[config.mk]
export PLATFORM = sky130hd
export DESIGN_NAME = cce_dir
export DESIGN_NICKNAME = d
export VERILOG_FILES = /design/src/logic/cce_dir_pkg.sv /design/src/logic/cce_dir.sv /design/src/logic/dir_cmd_stage.sv /design/src/logic/dir_gad.sv /design/src/logic/dir_lce_slice.sv
export SDC_FILE = /design/constraint.sdc
export NUM_CORES = 2
export LEC_CHECK = 0
export ABC_AREA = 1
export BUFFER_PORTS_ARGS = -buffer_cell sky130_fd_sc_hd__buf_2
export CAP_MARGIN = 0
export CORE_MARGIN = 2
export CORE_UTILIZATION = 50
export CTS_CLUSTER_DIAMETER = 60
export DETAILED_ROUTE_END_ITERATION = 16
export GPL_TIMING_DRIVEN = 0
export PLACE_DENSITY = 0.65
export RECOVER_POWER = 50
export REMOVE_ABC_BUFFERS = 1
export SYNTH_ARGS = -nofsm -noshare
export SYNTH_HDL_FRONTEND = slang
export SYNTH_HIERARCHICAL = 1
export SYNTH_SLANG_ARGS = --single-unit
[constraint.sdc]
create_clock -name clk_i -period 6.4 [get_ports clk_i]
set_input_delay 1.28 -clock clk_i [delete_from_list [all_inputs] [get_ports clk_i]]
set_output_delay 1.28 -clock clk_i [all_outputs]
set_load 0.01 [all_outputs]
[src/logic/cce_dir_pkg.sv]
// Coherence state type, directory command opcodes and state width
package cce_dir_pkg;

  //////////////////////////////////////////////////////////////////////
  // Coherence states
  //////////////////////////////////////////////////////////////////////

  // State of one directory entry
  // Invalid is zero so a cleared entry reads as a miss
  typedef enum logic [2:0] {
    // Not present in the LCE
    e_coh_i = 3'd0,
    // Clean copy, possibly shared with other LCEs
    e_coh_s = 3'd1,
    // Clean and exclusive
    e_coh_e = 3'd2,
    // Dirty and exclusive
    e_coh_m = 3'd3,
    // Dirty and shared, this LCE supplies data
    e_coh_o = 3'd4
  } coh_state_e;

  // Bits needed to hold one state in the directory arrays
  localparam int coh_bits_c = $bits(coh_state_e);

  //////////////////////////////////////////////////////////////////////
  // Directory commands
  //////////////////////////////////////////////////////////////////////

  // Opcode sampled with the command strobe
  typedef enum logic [1:0] {
    // Look up one set in every LCE and run the GAD
    e_dir_rd_set   = 2'd0,
    // Write tag and state of one way in one LCE
    e_dir_wr_entry = 2'd1,
    // Invalidate every way of one set in all LCEs
    e_dir_clr_set  = 2'd2,
    // No operation
    e_dir_nop      = 2'd3
  } dir_op_e;

endpackage

[src/logic/cce_dir.sv]
// Coherence directory top level with command stage, per-LCE slices and GAD
`timescale 1ns/1ps

module cce_dir #(
  parameter int num_lce_p   = 4,
  parameter int lce_sets_p  = 16,
  parameter int lce_assoc_p = 4,
  parameter int tag_width_p = 8,
  localparam int lg_num_lce_lp   = (num_lce_p > 1) ? $clog2(num_lce_p) : 1,
  localparam int lg_lce_sets_lp  = (lce_sets_p > 1) ? $clog2(lce_sets_p) : 1,
  localparam int lg_lce_assoc_lp = (lce_assoc_p > 1) ? $clog2(lce_assoc_p) : 1
) (
  input  logic                       clk_i,
  input  logic                       arst_n_i,
  input  logic                       cmd_v_i,
  input  cce_dir_pkg::dir_op_e       cmd_op_i,
  input  logic [lg_lce_sets_lp-1:0]  set_i,
  input  logic [lg_num_lce_lp-1:0]   lce_i,
  input  logic [lg_lce_assoc_lp-1:0] way_i,
  input  logic [tag_width_p-1:0]     tag_i,
  input  cce_dir_pkg::coh_state_e    coh_state_i,
  input  logic                       req_write_i,
  input  logic                       lru_dirty_i,
  output logic                       result_v_o,
  output logic [num_lce_p-1:0]       sharers_hits_o,
  output logic [lg_lce_assoc_lp-1:0] req_way_o,
  output logic                       cached_o,
  output logic                       cached_excl_o,
  output logic                       cached_owned_o,
  output logic                       cached_dirty_o,
  output logic                       transfer_o,
  output logic [lg_num_lce_lp-1:0]   transfer_lce_o,
  output logic [lg_lce_assoc_lp-1:0] transfer_way_o,
  output logic                       upgrade_o,
  output logic                       invalidate_o,
  output logic                       replacement_o
);

  import cce_dir_pkg::*;

  // Stage 1 command shared by all slices
  logic [lg_lce_sets_lp-1:0]  set_s1;
  logic [lg_lce_assoc_lp-1:0] way_s1;
  logic [tag_width_p-1:0]     tag_s1;
  coh_state_e                 state_s1;
  logic [num_lce_p-1:0]       wr_en_s1;
  logic                       clr_s1;
  logic                       lookup_s1;

  // Stage 2 request fields for the GAD
  logic                       lookup_s2;
  logic [lg_num_lce_lp-1:0]   req_lce_s2;
  logic                       req_write_s2;
  logic                       lru_dirty_s2;

  // Slice results
  logic [num_lce_p-1:0]                      slice_hits;
  logic [num_lce_p-1:0][lg_lce_assoc_lp-1:0] slice_ways;
  coh_state_e [num_lce_p-1:0]                slice_states;

  dir_cmd_stage #(
    .num_lce_p  (num_lce_p),
    .lce_sets_p (lce_sets_p),
    .lce_assoc_p(lce_assoc_p),
    .tag_width_p(tag_width_p)
  ) i_dir_cmd_stage (
    .clk_i      (clk_i),
    .arst_n_i   (arst_n_i),
    .cmd_v_i    (cmd_v_i),
    .cmd_op_i   (cmd_op_i),
    .set_i      (set_i),
    .lce_i      (lce_i),
    .way_i      (way_i),
    .tag_i      (tag_i),
    .coh_state_i(coh_state_i),
    .req_write_i(req_write_i),
    .lru_dirty_i(lru_dirty_i),
    .set_o      (set_s1),
    .way_o      (way_s1),
    .tag_o      (tag_s1),
    .coh_state_o(state_s1),
    .wr_en_o    (wr_en_s1),
    .clr_o      (clr_s1),
    .lookup_o   (lookup_s1),
    .lookup_d_o (lookup_s2),
    .req_lce_o  (req_lce_s2),
    .req_write_o(req_write_s2),
    .lru_dirty_o(lru_dirty_s2)
  );

  // One slice per LCE
  for (genvar g = 0; g < num_lce_p; g++) begin : g_slice
    dir_lce_slice #(
      .lce_sets_p (lce_sets_p),
      .lce_assoc_p(lce_assoc_p),
      .tag_width_p(tag_width_p)
    ) i_dir_lce_slice (
      .clk_i      (clk_i),
      .arst_n_i   (arst_n_i),
      .set_i      (set_s1),
      .way_i      (way_s1),
      .tag_i      (tag_s1),
      .coh_state_i(state_s1),
      .wr_en_i    (wr_en_s1[g]),
      .clr_i      (clr_s1),
      .lookup_i   (lookup_s1),
      .hit_o      (slice_hits[g]),
      .hit_way_o  (slice_ways[g]),
      .hit_state_o(slice_states[g])
    );
  end

  dir_gad #(
    .num_lce_p  (num_lce_p),
    .lce_assoc_p(lce_assoc_p)
  ) i_dir_gad (
    .clk_i           (clk_i),
    .arst_n_i        (arst_n_i),
    .lookup_i        (lookup_s2),
    .sharers_hits_i  (slice_hits),
    .sharers_ways_i  (slice_ways),
    .sharers_states_i(slice_states),
    .req_lce_i       (req_lce_s2),
    .req_write_i     (req_write_s2),
    .lru_dirty_i     (lru_dirty_s2),
    .result_v_o      (result_v_o),
    .sharers_hits_o  (sharers_hits_o),
    .req_way_o       (req_way_o),
    .cached_o        (cached_o),
    .cached_excl_o   (cached_excl_o),
    .cached_owned_o  (cached_owned_o),
    .cached_dirty_o  (cached_dirty_o),
    .transfer_o      (transfer_o),
    .transfer_lce_o  (transfer_lce_o),
    .transfer_way_o  (transfer_way_o),
    .upgrade_o       (upgrade_o),
    .invalidate_o    (invalidate_o),
    .replacement_o   (replacement_o)
  );

endmodule

[src/logic/dir_cmd_stage.sv]
// Directory command stage with opcode decode, stage 1 registers and stage 2 request fields
`timescale 1ns/1ps

module dir_cmd_stage #(
  parameter int num_lce_p   = 4,
  parameter int lce_sets_p  = 16,
  parameter int lce_assoc_p = 4,
  parameter int tag_width_p = 8,
  localparam int lg_num_lce_lp   = (num_lce_p > 1) ? $clog2(num_lce_p) : 1,
  localparam int lg_lce_sets_lp  = (lce_sets_p > 1) ? $clog2(lce_sets_p) : 1,
  localparam int lg_lce_assoc_lp = (lce_assoc_p > 1) ? $clog2(lce_assoc_p) : 1
) (
  input  logic                      clk_i,
  input  logic                      arst_n_i,
  input  logic                      cmd_v_i,
  input  cce_dir_pkg::dir_op_e      cmd_op_i,
  input  logic [lg_lce_sets_lp-1:0] set_i,
  input  logic [lg_num_lce_lp-1:0]  lce_i,
  input  logic [lg_lce_assoc_lp-1:0] way_i,
  input  logic [tag_width_p-1:0]    tag_i,
  input  cce_dir_pkg::coh_state_e   coh_state_i,
  input  logic                      req_write_i,
  input  logic                      lru_dirty_i,
  output logic [lg_lce_sets_lp-1:0] set_o,
  output logic [lg_lce_assoc_lp-1:0] way_o,
  output logic [tag_width_p-1:0]    tag_o,
  output cce_dir_pkg::coh_state_e   coh_state_o,
  output logic [num_lce_p-1:0]      wr_en_o,
  output logic                      clr_o,
  output logic                      lookup_o,
  output logic                      lookup_d_o,
  output logic [lg_num_lce_lp-1:0]  req_lce_o,
  output logic                      req_write_o,
  output logic                      lru_dirty_o
);

  import cce_dir_pkg::*;

  // Decoded strobes for stage 1
  logic [num_lce_p-1:0]     wr_en_n;
  logic                     clr_n;
  logic                     lookup_n;

  // Requester fields riding along with stage 1
  logic [lg_num_lce_lp-1:0] req_lce_q;
  logic                     req_write_q;
  logic                     lru_dirty_q;

  // Opcode decode, only for a valid command
  always_comb begin
    wr_en_n  = '0;
    clr_n    = 1'b0;
    lookup_n = 1'b0;
    if (cmd_v_i) begin
      case (cmd_op_i)
        e_dir_rd_set:   lookup_n = 1'b1;
        e_dir_wr_entry: wr_en_n[lce_i] = 1'b1;
        e_dir_clr_set:  clr_n = 1'b1;
        e_dir_nop:      ;
        default:        ;
      endcase
    end
  end

  // Strobes for both stages
  always_ff @(posedge clk_i or negedge arst_n_i) begin
    if (!arst_n_i) begin
      wr_en_o    <= '0;
      clr_o      <= 1'b0;
      lookup_o   <= 1'b0;
      lookup_d_o <= 1'b0;
    end else begin
      wr_en_o    <= wr_en_n;
      clr_o      <= clr_n;
      lookup_o   <= lookup_n;
      lookup_d_o <= lookup_o;
    end
  end

  // Stage 1 command fields
  always_ff @(posedge clk_i) begin
    if (cmd_v_i) begin
      set_o       <= set_i;
      way_o       <= way_i;
      tag_o       <= tag_i;
      coh_state_o <= coh_state_i;
      req_lce_q   <= lce_i;
      req_write_q <= req_write_i;
      lru_dirty_q <= lru_dirty_i;
    end
  end

  // Stage 2 copies line up with the slice results
  always_ff @(posedge clk_i) begin
    if (lookup_o) begin
      req_lce_o   <= req_lce_q;
      req_write_o <= req_write_q;
      lru_dirty_o <= lru_dirty_q;
    end
  end

endmodule

[src/logic/dir_gad.sv]
// Auxiliary directory logic that turns slice results into coherence flags and a transfer choice
`timescale 1ns/1ps

module dir_gad #(
  parameter int num_lce_p   = 4,
  parameter int lce_assoc_p = 4,
  localparam int lg_num_lce_lp   = (num_lce_p > 1) ? $clog2(num_lce_p) : 1,
  localparam int lg_lce_assoc_lp = (lce_assoc_p > 1) ? $clog2(lce_assoc_p) : 1
) (
  input  logic                                      clk_i,
  input  logic                                      arst_n_i,
  input  logic                                      lookup_i,
  input  logic [num_lce_p-1:0]                      sharers_hits_i,
  input  logic [num_lce_p-1:0][lg_lce_assoc_lp-1:0] sharers_ways_i,
  input  cce_dir_pkg::coh_state_e [num_lce_p-1:0]   sharers_states_i,
  input  logic [lg_num_lce_lp-1:0]                  req_lce_i,
  input  logic                                      req_write_i,
  input  logic                                      lru_dirty_i,
  output logic                                      result_v_o,
  output logic [num_lce_p-1:0]                      sharers_hits_o,
  output logic [lg_lce_assoc_lp-1:0]                req_way_o,
  output logic                                      cached_o,
  output logic                                      cached_excl_o,
  output logic                                      cached_owned_o,
  output logic                                      cached_dirty_o,
  output logic                                      transfer_o,
  output logic [lg_num_lce_lp-1:0]                  transfer_lce_o,
  output logic [lg_lce_assoc_lp-1:0]                transfer_way_o,
  output logic                                      upgrade_o,
  output logic                                      invalidate_o,
  output logic                                      replacement_o
);

  import cce_dir_pkg::*;

  // Requester view
  logic       req_hit;
  coh_state_e req_state;

  // Flags before the output register
  logic                       cached_n;
  logic                       excl_n;
  logic                       owned_n;
  logic                       dirty_n;
  logic                       transfer_n;
  logic                       upgrade_n;
  logic                       invalidate_n;
  logic                       replacement_n;
  logic [lg_num_lce_lp-1:0]   tr_lce_n;
  logic [lg_lce_assoc_lp-1:0] tr_way_n;

  //////////////////////////////////////////////////////////////////////
  // Flags from the other LCEs
  //////////////////////////////////////////////////////////////////////

  always_comb begin
    cached_n = 1'b0;
    excl_n   = 1'b0;
    owned_n  = 1'b0;
    dirty_n  = 1'b0;
    tr_lce_n = '0;
    tr_way_n = '0;
    // Downward scan leaves the lowest owner as transfer source
    for (int i = num_lce_p - 1; i >= 0; i--) begin
      if (sharers_hits_i[i] && (i != int'(req_lce_i))) begin
        cached_n = 1'b1;
        if (sharers_states_i[i] == e_coh_e) begin
          excl_n = 1'b1;
        end
        if (sharers_states_i[i] inside {e_coh_e, e_coh_m, e_coh_o}) begin
          owned_n  = 1'b1;
          tr_lce_n = lg_num_lce_lp'(i);
          tr_way_n = sharers_ways_i[i];
        end
        if (sharers_states_i[i] inside {e_coh_m, e_coh_o}) begin
          dirty_n = 1'b1;
        end
      end
    end
  end

  assign req_hit   = sharers_hits_i[req_lce_i];
  assign req_state = sharers_states_i[req_lce_i];

  // Owner supplies data only when the requester lacks the line
  assign transfer_n    = owned_n & ~req_hit;
  assign upgrade_n     = req_hit & (req_state == e_coh_s) & req_write_i;
  assign invalidate_n  = req_write_i & cached_n;
  assign replacement_n = lru_dirty_i & ~upgrade_n;

  // Results hold until the next lookup
  always_ff @(posedge clk_i or negedge arst_n_i) begin
    if (!arst_n_i) begin
      result_v_o     <= 1'b0;
      sharers_hits_o <= '0;
      req_way_o      <= '0;
      cached_o       <= 1'b0;
      cached_excl_o  <= 1'b0;
      cached_owned_o <= 1'b0;
      cached_dirty_o <= 1'b0;
      transfer_o     <= 1'b0;
      transfer_lce_o <= '0;
      transfer_way_o <= '0;
      upgrade_o      <= 1'b0;
      invalidate_o   <= 1'b0;
      replacement_o  <= 1'b0;
    end else begin
      result_v_o <= lookup_i;
      if (lookup_i) begin
        sharers_hits_o <= sharers_hits_i;
        req_way_o      <= sharers_ways_i[req_lce_i];
        cached_o       <= cached_n;
        cached_excl_o  <= excl_n;
        cached_owned_o <= owned_n;
        cached_dirty_o <= dirty_n;
        transfer_o     <= transfer_n;
        transfer_lce_o <= tr_lce_n;
        transfer_way_o <= tr_way_n;
        upgrade_o      <= upgrade_n;
        invalidate_o   <= invalidate_n;
        replacement_o  <= replacement_n;
      end
    end
  end

endmodule

[src/logic/dir_lce_slice.sv]
// Per-LCE directory slice with tag and state arrays, entry write, set clear and tag lookup
`timescale 1ns/1ps

module dir_lce_slice #(
  parameter int lce_sets_p  = 16,
  parameter int lce_assoc_p = 4,
  parameter int tag_width_p = 8,
  localparam int lg_lce_sets_lp  = (lce_sets_p > 1) ? $clog2(lce_sets_p) : 1,
  localparam int lg_lce_assoc_lp = (lce_assoc_p > 1) ? $clog2(lce_assoc_p) : 1
) (
  input  logic                       clk_i,
  input  logic                       arst_n_i,
  input  logic [lg_lce_sets_lp-1:0]  set_i,
  input  logic [lg_lce_assoc_lp-1:0] way_i,
  input  logic [tag_width_p-1:0]     tag_i,
  input  cce_dir_pkg::coh_state_e    coh_state_i,
  input  logic                       wr_en_i,
  input  logic                       clr_i,
  input  logic                       lookup_i,
  output logic                       hit_o,
  output logic [lg_lce_assoc_lp-1:0] hit_way_o,
  output cce_dir_pkg::coh_state_e    hit_state_o
);

  import cce_dir_pkg::*;

  //////////////////////////////////////////////////////////////////////
  // Storage
  //////////////////////////////////////////////////////////////////////

  logic [tag_width_p-1:0] tag_mem   [lce_sets_p][lce_assoc_p];
  logic [coh_bits_c-1:0]  state_mem [lce_sets_p][lce_assoc_p];

  // Lookup result before the output register
  logic                       hit_n;
  logic [lg_lce_assoc_lp-1:0] hit_way_n;
  logic [coh_bits_c-1:0]      hit_state_n;

  // Tags only change on an entry write
  always_ff @(posedge clk_i) begin
    if (wr_en_i) begin
      tag_mem[set_i][way_i] <= tag_i;
    end
  end

  // States start invalid
  always_ff @(posedge clk_i or negedge arst_n_i) begin
    if (!arst_n_i) begin
      for (int s = 0; s < lce_sets_p; s++) begin
        for (int w = 0; w < lce_assoc_p; w++) begin
          state_mem[s][w] <= e_coh_i;
        end
      end
    end else if (wr_en_i) begin
      state_mem[set_i][way_i] <= coh_state_i;
    end else if (clr_i) begin
      // Whole set goes invalid
      for (int w = 0; w < lce_assoc_p; w++) begin
        state_mem[set_i][w] <= e_coh_i;
      end
    end
  end

  //////////////////////////////////////////////////////////////////////
  // Tag lookup
  //////////////////////////////////////////////////////////////////////

  always_comb begin
    hit_n       = 1'b0;
    hit_way_n   = '0;
    hit_state_n = e_coh_i;
    // Scan downward so the lowest matching way is kept
    for (int w = lce_assoc_p - 1; w >= 0; w--) begin
      if ((state_mem[set_i][w] != e_coh_i) && (tag_mem[set_i][w] == tag_i)) begin
        hit_n       = 1'b1;
        hit_way_n   = lg_lce_assoc_lp'(w);
        hit_state_n = state_mem[set_i][w];
      end
    end
  end

  always_ff @(posedge clk_i or negedge arst_n_i) begin
    if (!arst_n_i) begin
      hit_o <= 1'b0;
    end else if (lookup_i) begin
      hit_o <= hit_n;
    end
  end

  // Way and state of the hit, zero and invalid on a miss
  always_ff @(posedge clk_i) begin
    if (lookup_i) begin
      hit_way_o   <= hit_way_n;
      hit_state_o <= coh_state_e'(hit_state_n);
    end
  end

endmodule

=== Word level (Yosys, flattened, before mapping) ===
Memories as Yosys holds them, arrays and structs flattened. A register that Yosys moved wholly into a read port is not among the register bits.
Index checks and enable logic that the tools add are counted.
W data, S select, Z words.

* $add $sub $neg: 0
* Multiplexer cells: 152
* Div/mod/pow operators: 0
* Multiply operators: 0
* Order comparisons: 7
* Reductions and logical operators: 57
* Bitwise operators: 29
* Shift-type cells: 0
* Eq/ne operators: 34

{| class="wikitable"
|+ Operators by type and width
! operator !! number
|-
| $and A192 B192 Y192 || 16
|-
| $mux W192 || 8
|-
| $bwmux W192 || 4
|-
| $not A192 Y192 || 4
|-
| $demux W12 S4 || 5
|-
| $bmux W12 S4 || 4
|-
| $eq A8 B8 Y1 || 16
|-
| $mux W32 || 4
|-
| $mux W12 || 10
|-
| $reduce_bool A3 Y1 || 20
|-
| $mux W1 || 58
|-
| $mux W3 || 19
|-
| $mux W2 || 25
|-
| $eq A3 B2 Y1 const B || 8
|-
| $mux W4 || 6
|-
| $logic_and A1 B1 Y1 || 23
|-
| $reduce_bool A2 Y1 || 9
|-
| $demux W8 S2 || 1
|-
| $eq A3 B3 Y1 const B || 4
|-
| $mux W9 || 1
|-
| $mux W8 || 1
|-
| $reduce_or A2 Y1 || 4
|-
| $bmux W3 S2 || 1
|-
| $demux W3 S2 || 1
|-
| 20 further kinds || 27
|}

* Output and inout bits: 19
* Memory bits (read-only): 0
* RAM bits: 2048
* Logic and storage cells: 582
* Flip-flop bits (word level): 843
* Bits in latches: 0
* Memories kept: 4

{| class="wikitable"
|+ Memory list
! name !! depth !! bits a word !! read ports !! clocked after Yosys merged registers in !! wr ports !! line !! RTL
|-
| g_slice[0].i_dir_lce_slice.tag_mem || 16 || 32 || 1 || 1 || 1 || dir_lce_slice.sv:31 || <nowiki>logic [tag_width_p-1:0] tag_mem [lce_sets_p][lce_assoc_p];</nowiki>
|-
| g_slice[1].i_dir_lce_slice.tag_mem || 16 || 32 || 1 || 1 || 1 || dir_lce_slice.sv:31 ||
|-
| g_slice[2].i_dir_lce_slice.tag_mem || 16 || 32 || 1 || 1 || 1 || dir_lce_slice.sv:31 ||
|-
| g_slice[3].i_dir_lce_slice.tag_mem || 16 || 32 || 1 || 1 || 1 || dir_lce_slice.sv:31 ||
|}

=== Depth between registers and ports, before layout ===
* Depth in word-level cells: 12
* Depth in mapped cells: 20
* Mapped depth without buffers: 18

=== By module ===
Netlist, hierarchy kept.

{| class="wikitable"
|+ By module, submodules not included
! module !! seq. area each (um2) !! cells each !! instances !! area an instance (um2)
|-
| dir_lce_slice (g_slice[1].i_dir_lce_slice ...) || 20354.5 || 3068 || 3 || 30192.7
|-
| dir_lce_slice (g_slice[0].i_dir_lce_slice) || 20354.5 || 3063 || 1 || 30158.9
|-
| dir_gad || 475.5 || 170 || 1 || 1231.2
|-
| dir_cmd_stage || 925.9 || 46 || 1 || 983.4
|}

=== Least setup slack after synthesis ===
Ideal clock, no wire load.

* Kind: register -> register
* Start: reg i_dir_cmd_stage.tag_o[5]
* End: reg g_slice[0].i_dir_lce_slice.hit_state_o[1], data pin
* Data arrival time: 4820 ps
* Data required time: 6144 ps
* Cell stages (with the launch flop): 12
* Setup slack: 1324 ps
* Setup time: 256 ps
* Clock period less this slack: 5076 ps
* Cells stage by stage: edfxtp_1 -> inv_1 -> nor3_1 -> nor2_1 -> nand2_1 -> nor2_1 -> nand3_1 -> nand2_1 -> inv_1 -> nand2_1 -> nand2_1 -> nand2_1

* Longest elaborated chain between the ends: 6
* Elaborated cells on any way between the ends: 12

{| class="wikitable"
|+ RTL lines
! what !! line !! RTL
|-
| start: declaration || dir_cmd_stage.sv:26 || <nowiki>output logic [tag_width_p-1:0] tag_o,</nowiki>
|-
| start signal: assignment || dir_cmd_stage.sv:85 || <nowiki>tag_o <= tag_i;</nowiki>
|-
| $eq A8 B8 Y1 || dir_lce_slice.sv:74 || <nowiki>if ((state_mem[set_i][w] != e_coh_i) && (tag_mem[set_i][w] == tag_i)) begin</nowiki>
|-
| $logic_and A1 B1 Y1 || dir_lce_slice.sv:74 ||
|-
| $mux W3 (3 in a row) || dir_lce_slice.sv:74 ||
|-
| $mux W3 (*) || dir_lce_slice.sv:74 ||
|-
| via g_slice[0].i_dir_lce_slice.hit_state_n[1] || dir_lce_slice.sv:37 || <nowiki>logic [coh_bits_c-1:0] hit_state_n;</nowiki>
|-
| end signal: assignment || dir_lce_slice.sv:94 || <nowiki>hit_state_o <= coh_state_e'(hit_state_n);</nowiki>
|-
| end: declaration || dir_lce_slice.sv:22 || <nowiki>output cce_dir_pkg::coh_state_e hit_state_o</nowiki>
|}

The timed path passes the listed nets; every way through them passes the cells marked *.
A chain may end at the register's enable or synchronous reset.

=== Worst setup path in the final report ===
* Start: reg i_dir_cmd_stage.tag_o[1]
* End: reg g_slice[0].i_dir_lce_slice.hit_state_o[2], data pin

Same word-level chain as after synthesis.

==> impl_metrics.csv <==
group,metric,value,unit
final_layout,utilization,56.7,%
critical_path,worst-path-stages,11,
critical_path,start_kind,"flop",
timing,finalCriticalPeriod,6.15,ns
detailed_routing,drt-initial-drc-count,10200,
synth,synthTopCellsByArea,"edfxtp_1 51%, dfrtp_1 16%, nand2_1 16%, o21ai_0 4.3%, inv_1 2.5%",
critical_path,cpMaxStageDelayCell,"clkbuf_1",
final_layout,drive_gt1_share,5.45,%
place,io_buffers,44,
critical_path,critical_path.top_delay_family,"buffers and inverters",
critical_path,path_max_fanout,24,
critical_path,rr_worst_depth,11,
timing,worst_pin_slew,3.04,ns
final_layout,layout_commonest_cell,"nand2_1",
floorplanning,coreArea,0.245,mm2
final_layout,multi_input_area,0.0346,mm2
final_layout,seq_area,0.0828,mm2
timing,maxSlewHeadroom,-103,%
floorplanning,fp.dieW,500,um
detailed_routing,dr.pass1.iters,9,
critical_path,crit_end,"g_slice[0].i_dir_lce_slice/hit_state_o[2]",
synth,synth_edf_count,2093,
synth,synthArstFlopShare,27.6,%
critical_path,r2r_end,"g_slice[0].i_dir_lce_slice/hit_state_o[2]",
global_routing,grt_pass1_vias,89200,
floorplanning,die_h,500,um
detailed_routing,drt-total-wl,354000,um
global_routing,grt_pass1_wl,534000,um
detailed_routing,postRouteAntennaNets,0,
power,pwr_density_cell,299,mW/mm2
place,finalWeightedCongestion,0.919,
critical_path,cp_num_buf_inv,4,
final_layout,syn_to_final_growth,13.1,%
cts,postCtsResizedCells,0,
synth,yosysUniqueCellTypes,32,
critical_path,endpoint_kind,"flop",
critical_path,path_cells,"clkbuf_1, clkbuf_1, clkbuf_1, clkbuf_1, o21ai_0, nor2_1, nand3_1, nand2_1, nand2_1, nand2_1, nand2_1",
critical_path,regToRegStartpoint,"i_dir_cmd_stage/tag_o[1]",
timing,final_max_slew_viol_count,374,
synth,synth.avg_cell_area,9.85,um2
synth,synth_top_area_cell,"edfxtp_1",
critical_path,rrSetupSlack,0.25,ns
power,peakVddDrop,0.253,mV
global_routing,track_usage,27.9,%
synth,synth_cells,12500,
global_routing,antenna_found_initial,7,
cts,cts_buffer_depth,4,
timing,fin_crit_sh,96.2,%
floorplanning,core.rowCount,182,
timing,finalSetupTns,0,ns
status,violations,"max-capacitance violations, max-slew violations",
status,outcome,"finished with violations",
cts,clk_latency,0.94,ns
critical_path,cp.required,7.01,ns
cts,cts.clk_slew.worst_paths,0.06,ns
timing,rsz0062_at_grt,"false",
synth,synth_flop_cell,"edfxtp_1",
critical_path,startpoint,"i_dir_cmd_stage/tag_o[1]",
critical_path,arrival,6.76,ns
cts,htreeDepth,5,
cts,clock_sinks,2891,
final_layout,layout.nets,12500,
synth,ys_seq_area_share,67.4,%
place,hpwl,226000,um
critical_path,cp_slowest_stage_delay,1.05,ns
final_layout,fill_cells,20500,
synth,ys_warn_count,6,
cts,cts_buffers,316,
floorplanning,fp.dieArea,0.250,mm2
cts,cts_tree,"yes",
timing,finalHoldViolations,0,
cts,post_cts_buffers,0,
detailed_routing,vias,91200,
synth,synth_area,0.123,mm2
global_routing,grt_max_degree,129,
worst_hold_path,hp-class,"flop to flop",
run,cap_viol_max_count,4,
synth,ys_ff_latch,2891,
floorplanning,ioPinCount,45,
detailed_routing,wl_per_cell,22.1,um
timing,max_freq,163,MHz
timing,setup_viol,0,
cts,cts-root-buf,"clkbuf_16",
synth,synth_top_area_share,51.1,%
timing,finalClockSkew,0.0459,ns
critical_path,worst-setup-path-type,"flop to flop",
final_layout,final_cell_mix,"5,197 x nand2_1, 2,093 x edfxtp_1, 1,072 x o21ai_0",
power,p_leak,55.4,nW
detailed_routing,vias_per_cell,5.71,
floorplanning,initial_core_util,50.1,%
cts,ctsHoldBuffers,0,
global_routing,grt-ovfl-total,0,
detailed_routing,post-route-drc-count,0,
[worst min-delay path: cells and delay by family (launching register included)]
| family | cells | cell delay, ns |
|---|---|---|
| flops | 1 | 0.32 |
| simple gates | 2 | 0.13 |
[synthesized netlist by cell type (2+ instances only)]
cell type / count
a22oi_1: 152
buf_2: 225
a21oi_2: 2
o21ai_1: 12
clkinv_1: 29
nand4_1: 220
inv_2: 18
nor3_1: 20
nor2_2: 5
o22ai_1: 243
buf_1: 51
nand2_4: 2
nand2_2: 4
o21ai_2: 3
a21oi_1: 214
edfxtp_1: 2093
clkbuf_1: 265
nor2_1: 804
inv_1: 820
nor2_4: 5
dfrtp_1: 798
nand2_1: 5200
o21ai_0: 1068
xor2_1: 4
buf_4: 12
nand3_1: 206
a41oi_1: 3
[worst min path at each step]
stage	endpoint	cells past startpoint	slack [ns]	from
floorplan	i_dir_cmd_stage/lru_dirty_o	0	0.40	i_dir_cmd_stage/lru_dirty_q
global placement	g_slice[2].i_dir_lce_slice/state_mem[20]	2	0.47	g_slice[2].i_dir_lce_slice/state_mem[20]
detailed placement	i_dir_gad/replacement_o	2	0.46	i_dir_cmd_stage/lru_dirty_o
CTS	g_slice[0].i_dir_lce_slice/state_mem[139]	1	0.21	arst_n_i
global route	i_dir_cmd_stage/tag_o[6]	1	0.49	tag_i[6]
finish	i_dir_gad/replacement_o	2	0.48	i_dir_cmd_stage/lru_dirty_o
[state kept, by name, indices dropped and copies added, names as in the netlist, 2 cells and up]
name / flops
g_slice.i_dir_lce_slice/tag_mem: 2048
i_dir_cmd_stage/way_o: 2
i_dir_cmd_stage/set_o: 4
i_dir_gad/req_way_o: 2
i_dir_gad/transfer_lce_o: 2
g_slice.i_dir_lce_slice/hit_o: 4
i_dir_cmd_stage/tag_o: 8
i_dir_gad/transfer_way_o: 2
i_dir_cmd_stage/wr_en_o: 4
g_slice.i_dir_lce_slice/hit_state_o: 12
i_dir_cmd_stage/req_lce_o: 2
g_slice.i_dir_lce_slice/hit_way_o: 8
i_dir_cmd_stage/coh_state_o: 3
g_slice.i_dir_lce_slice/state_mem: 768
i_dir_gad/sharers_hits_o: 4
i_dir_cmd_stage/req_lce_q: 2
[per-layer routing]
layer | routed length, um | global-route usage, % | share of wire, % | vias up
met5 | 0 | 0 | 0 | -
met4 | 18700 | 13.3 | 5.3 | 0
met3 | 29700 | 4.53 | 8.4 | 906
met2 | 164000 | 44.7 | 46 | 4252
met1 | 141000 | 37.3 | 40 | 44600
li1 | - | - | - | 41500
[area by class of cell]
type / count / share of cell area [%]
antenna: 10 / 0.0180
clock buffer: 426 / 6.15
clock inverter: 128 / 0.894
inverter: 867 / 2.39
multi-input combinational: 8171 / 24.9
sequential: 2891 / 59.6
tap: 3220 / 2.90
timing repair buffer: 275 / 3.17
[power by group]
group / switching [mW] / total (mW) / internal (mW)
clock network: 7.20 / 17.4 / 10.2
registers: 0.152 / 20.5 / 20.4
logic: 2.64 / 3.60 / 0.961
[metrics by stage]
stage               total power [mW]  hold WS [ns]  area, um2  setup WS [ns]  std cells
floorplan                       22.9         0.400     121000         -13.74      11900
global placement                24.7         0.465     125000         -47.47      15200
detailed placement              24.7         0.460     131000         0.0427      15400
CTS                             42.0         0.215     141000         0.0272      16000
global route                    42.8         0.492     139000         0.0678      16000
finish                          41.6         0.477     139000          0.246      16000
[logic make-up after synthesis]
family / after synthesis / share of synthesized area, %
xor+xnor: 4 / 0.0285
compound gates: 1700 / 7.52
buf+inv: 1421 / 4.61
flops: 2891 / 67.4
simple gates: 6467 / 20.5
No activity file was read; power rests on OpenSTA's default activity.
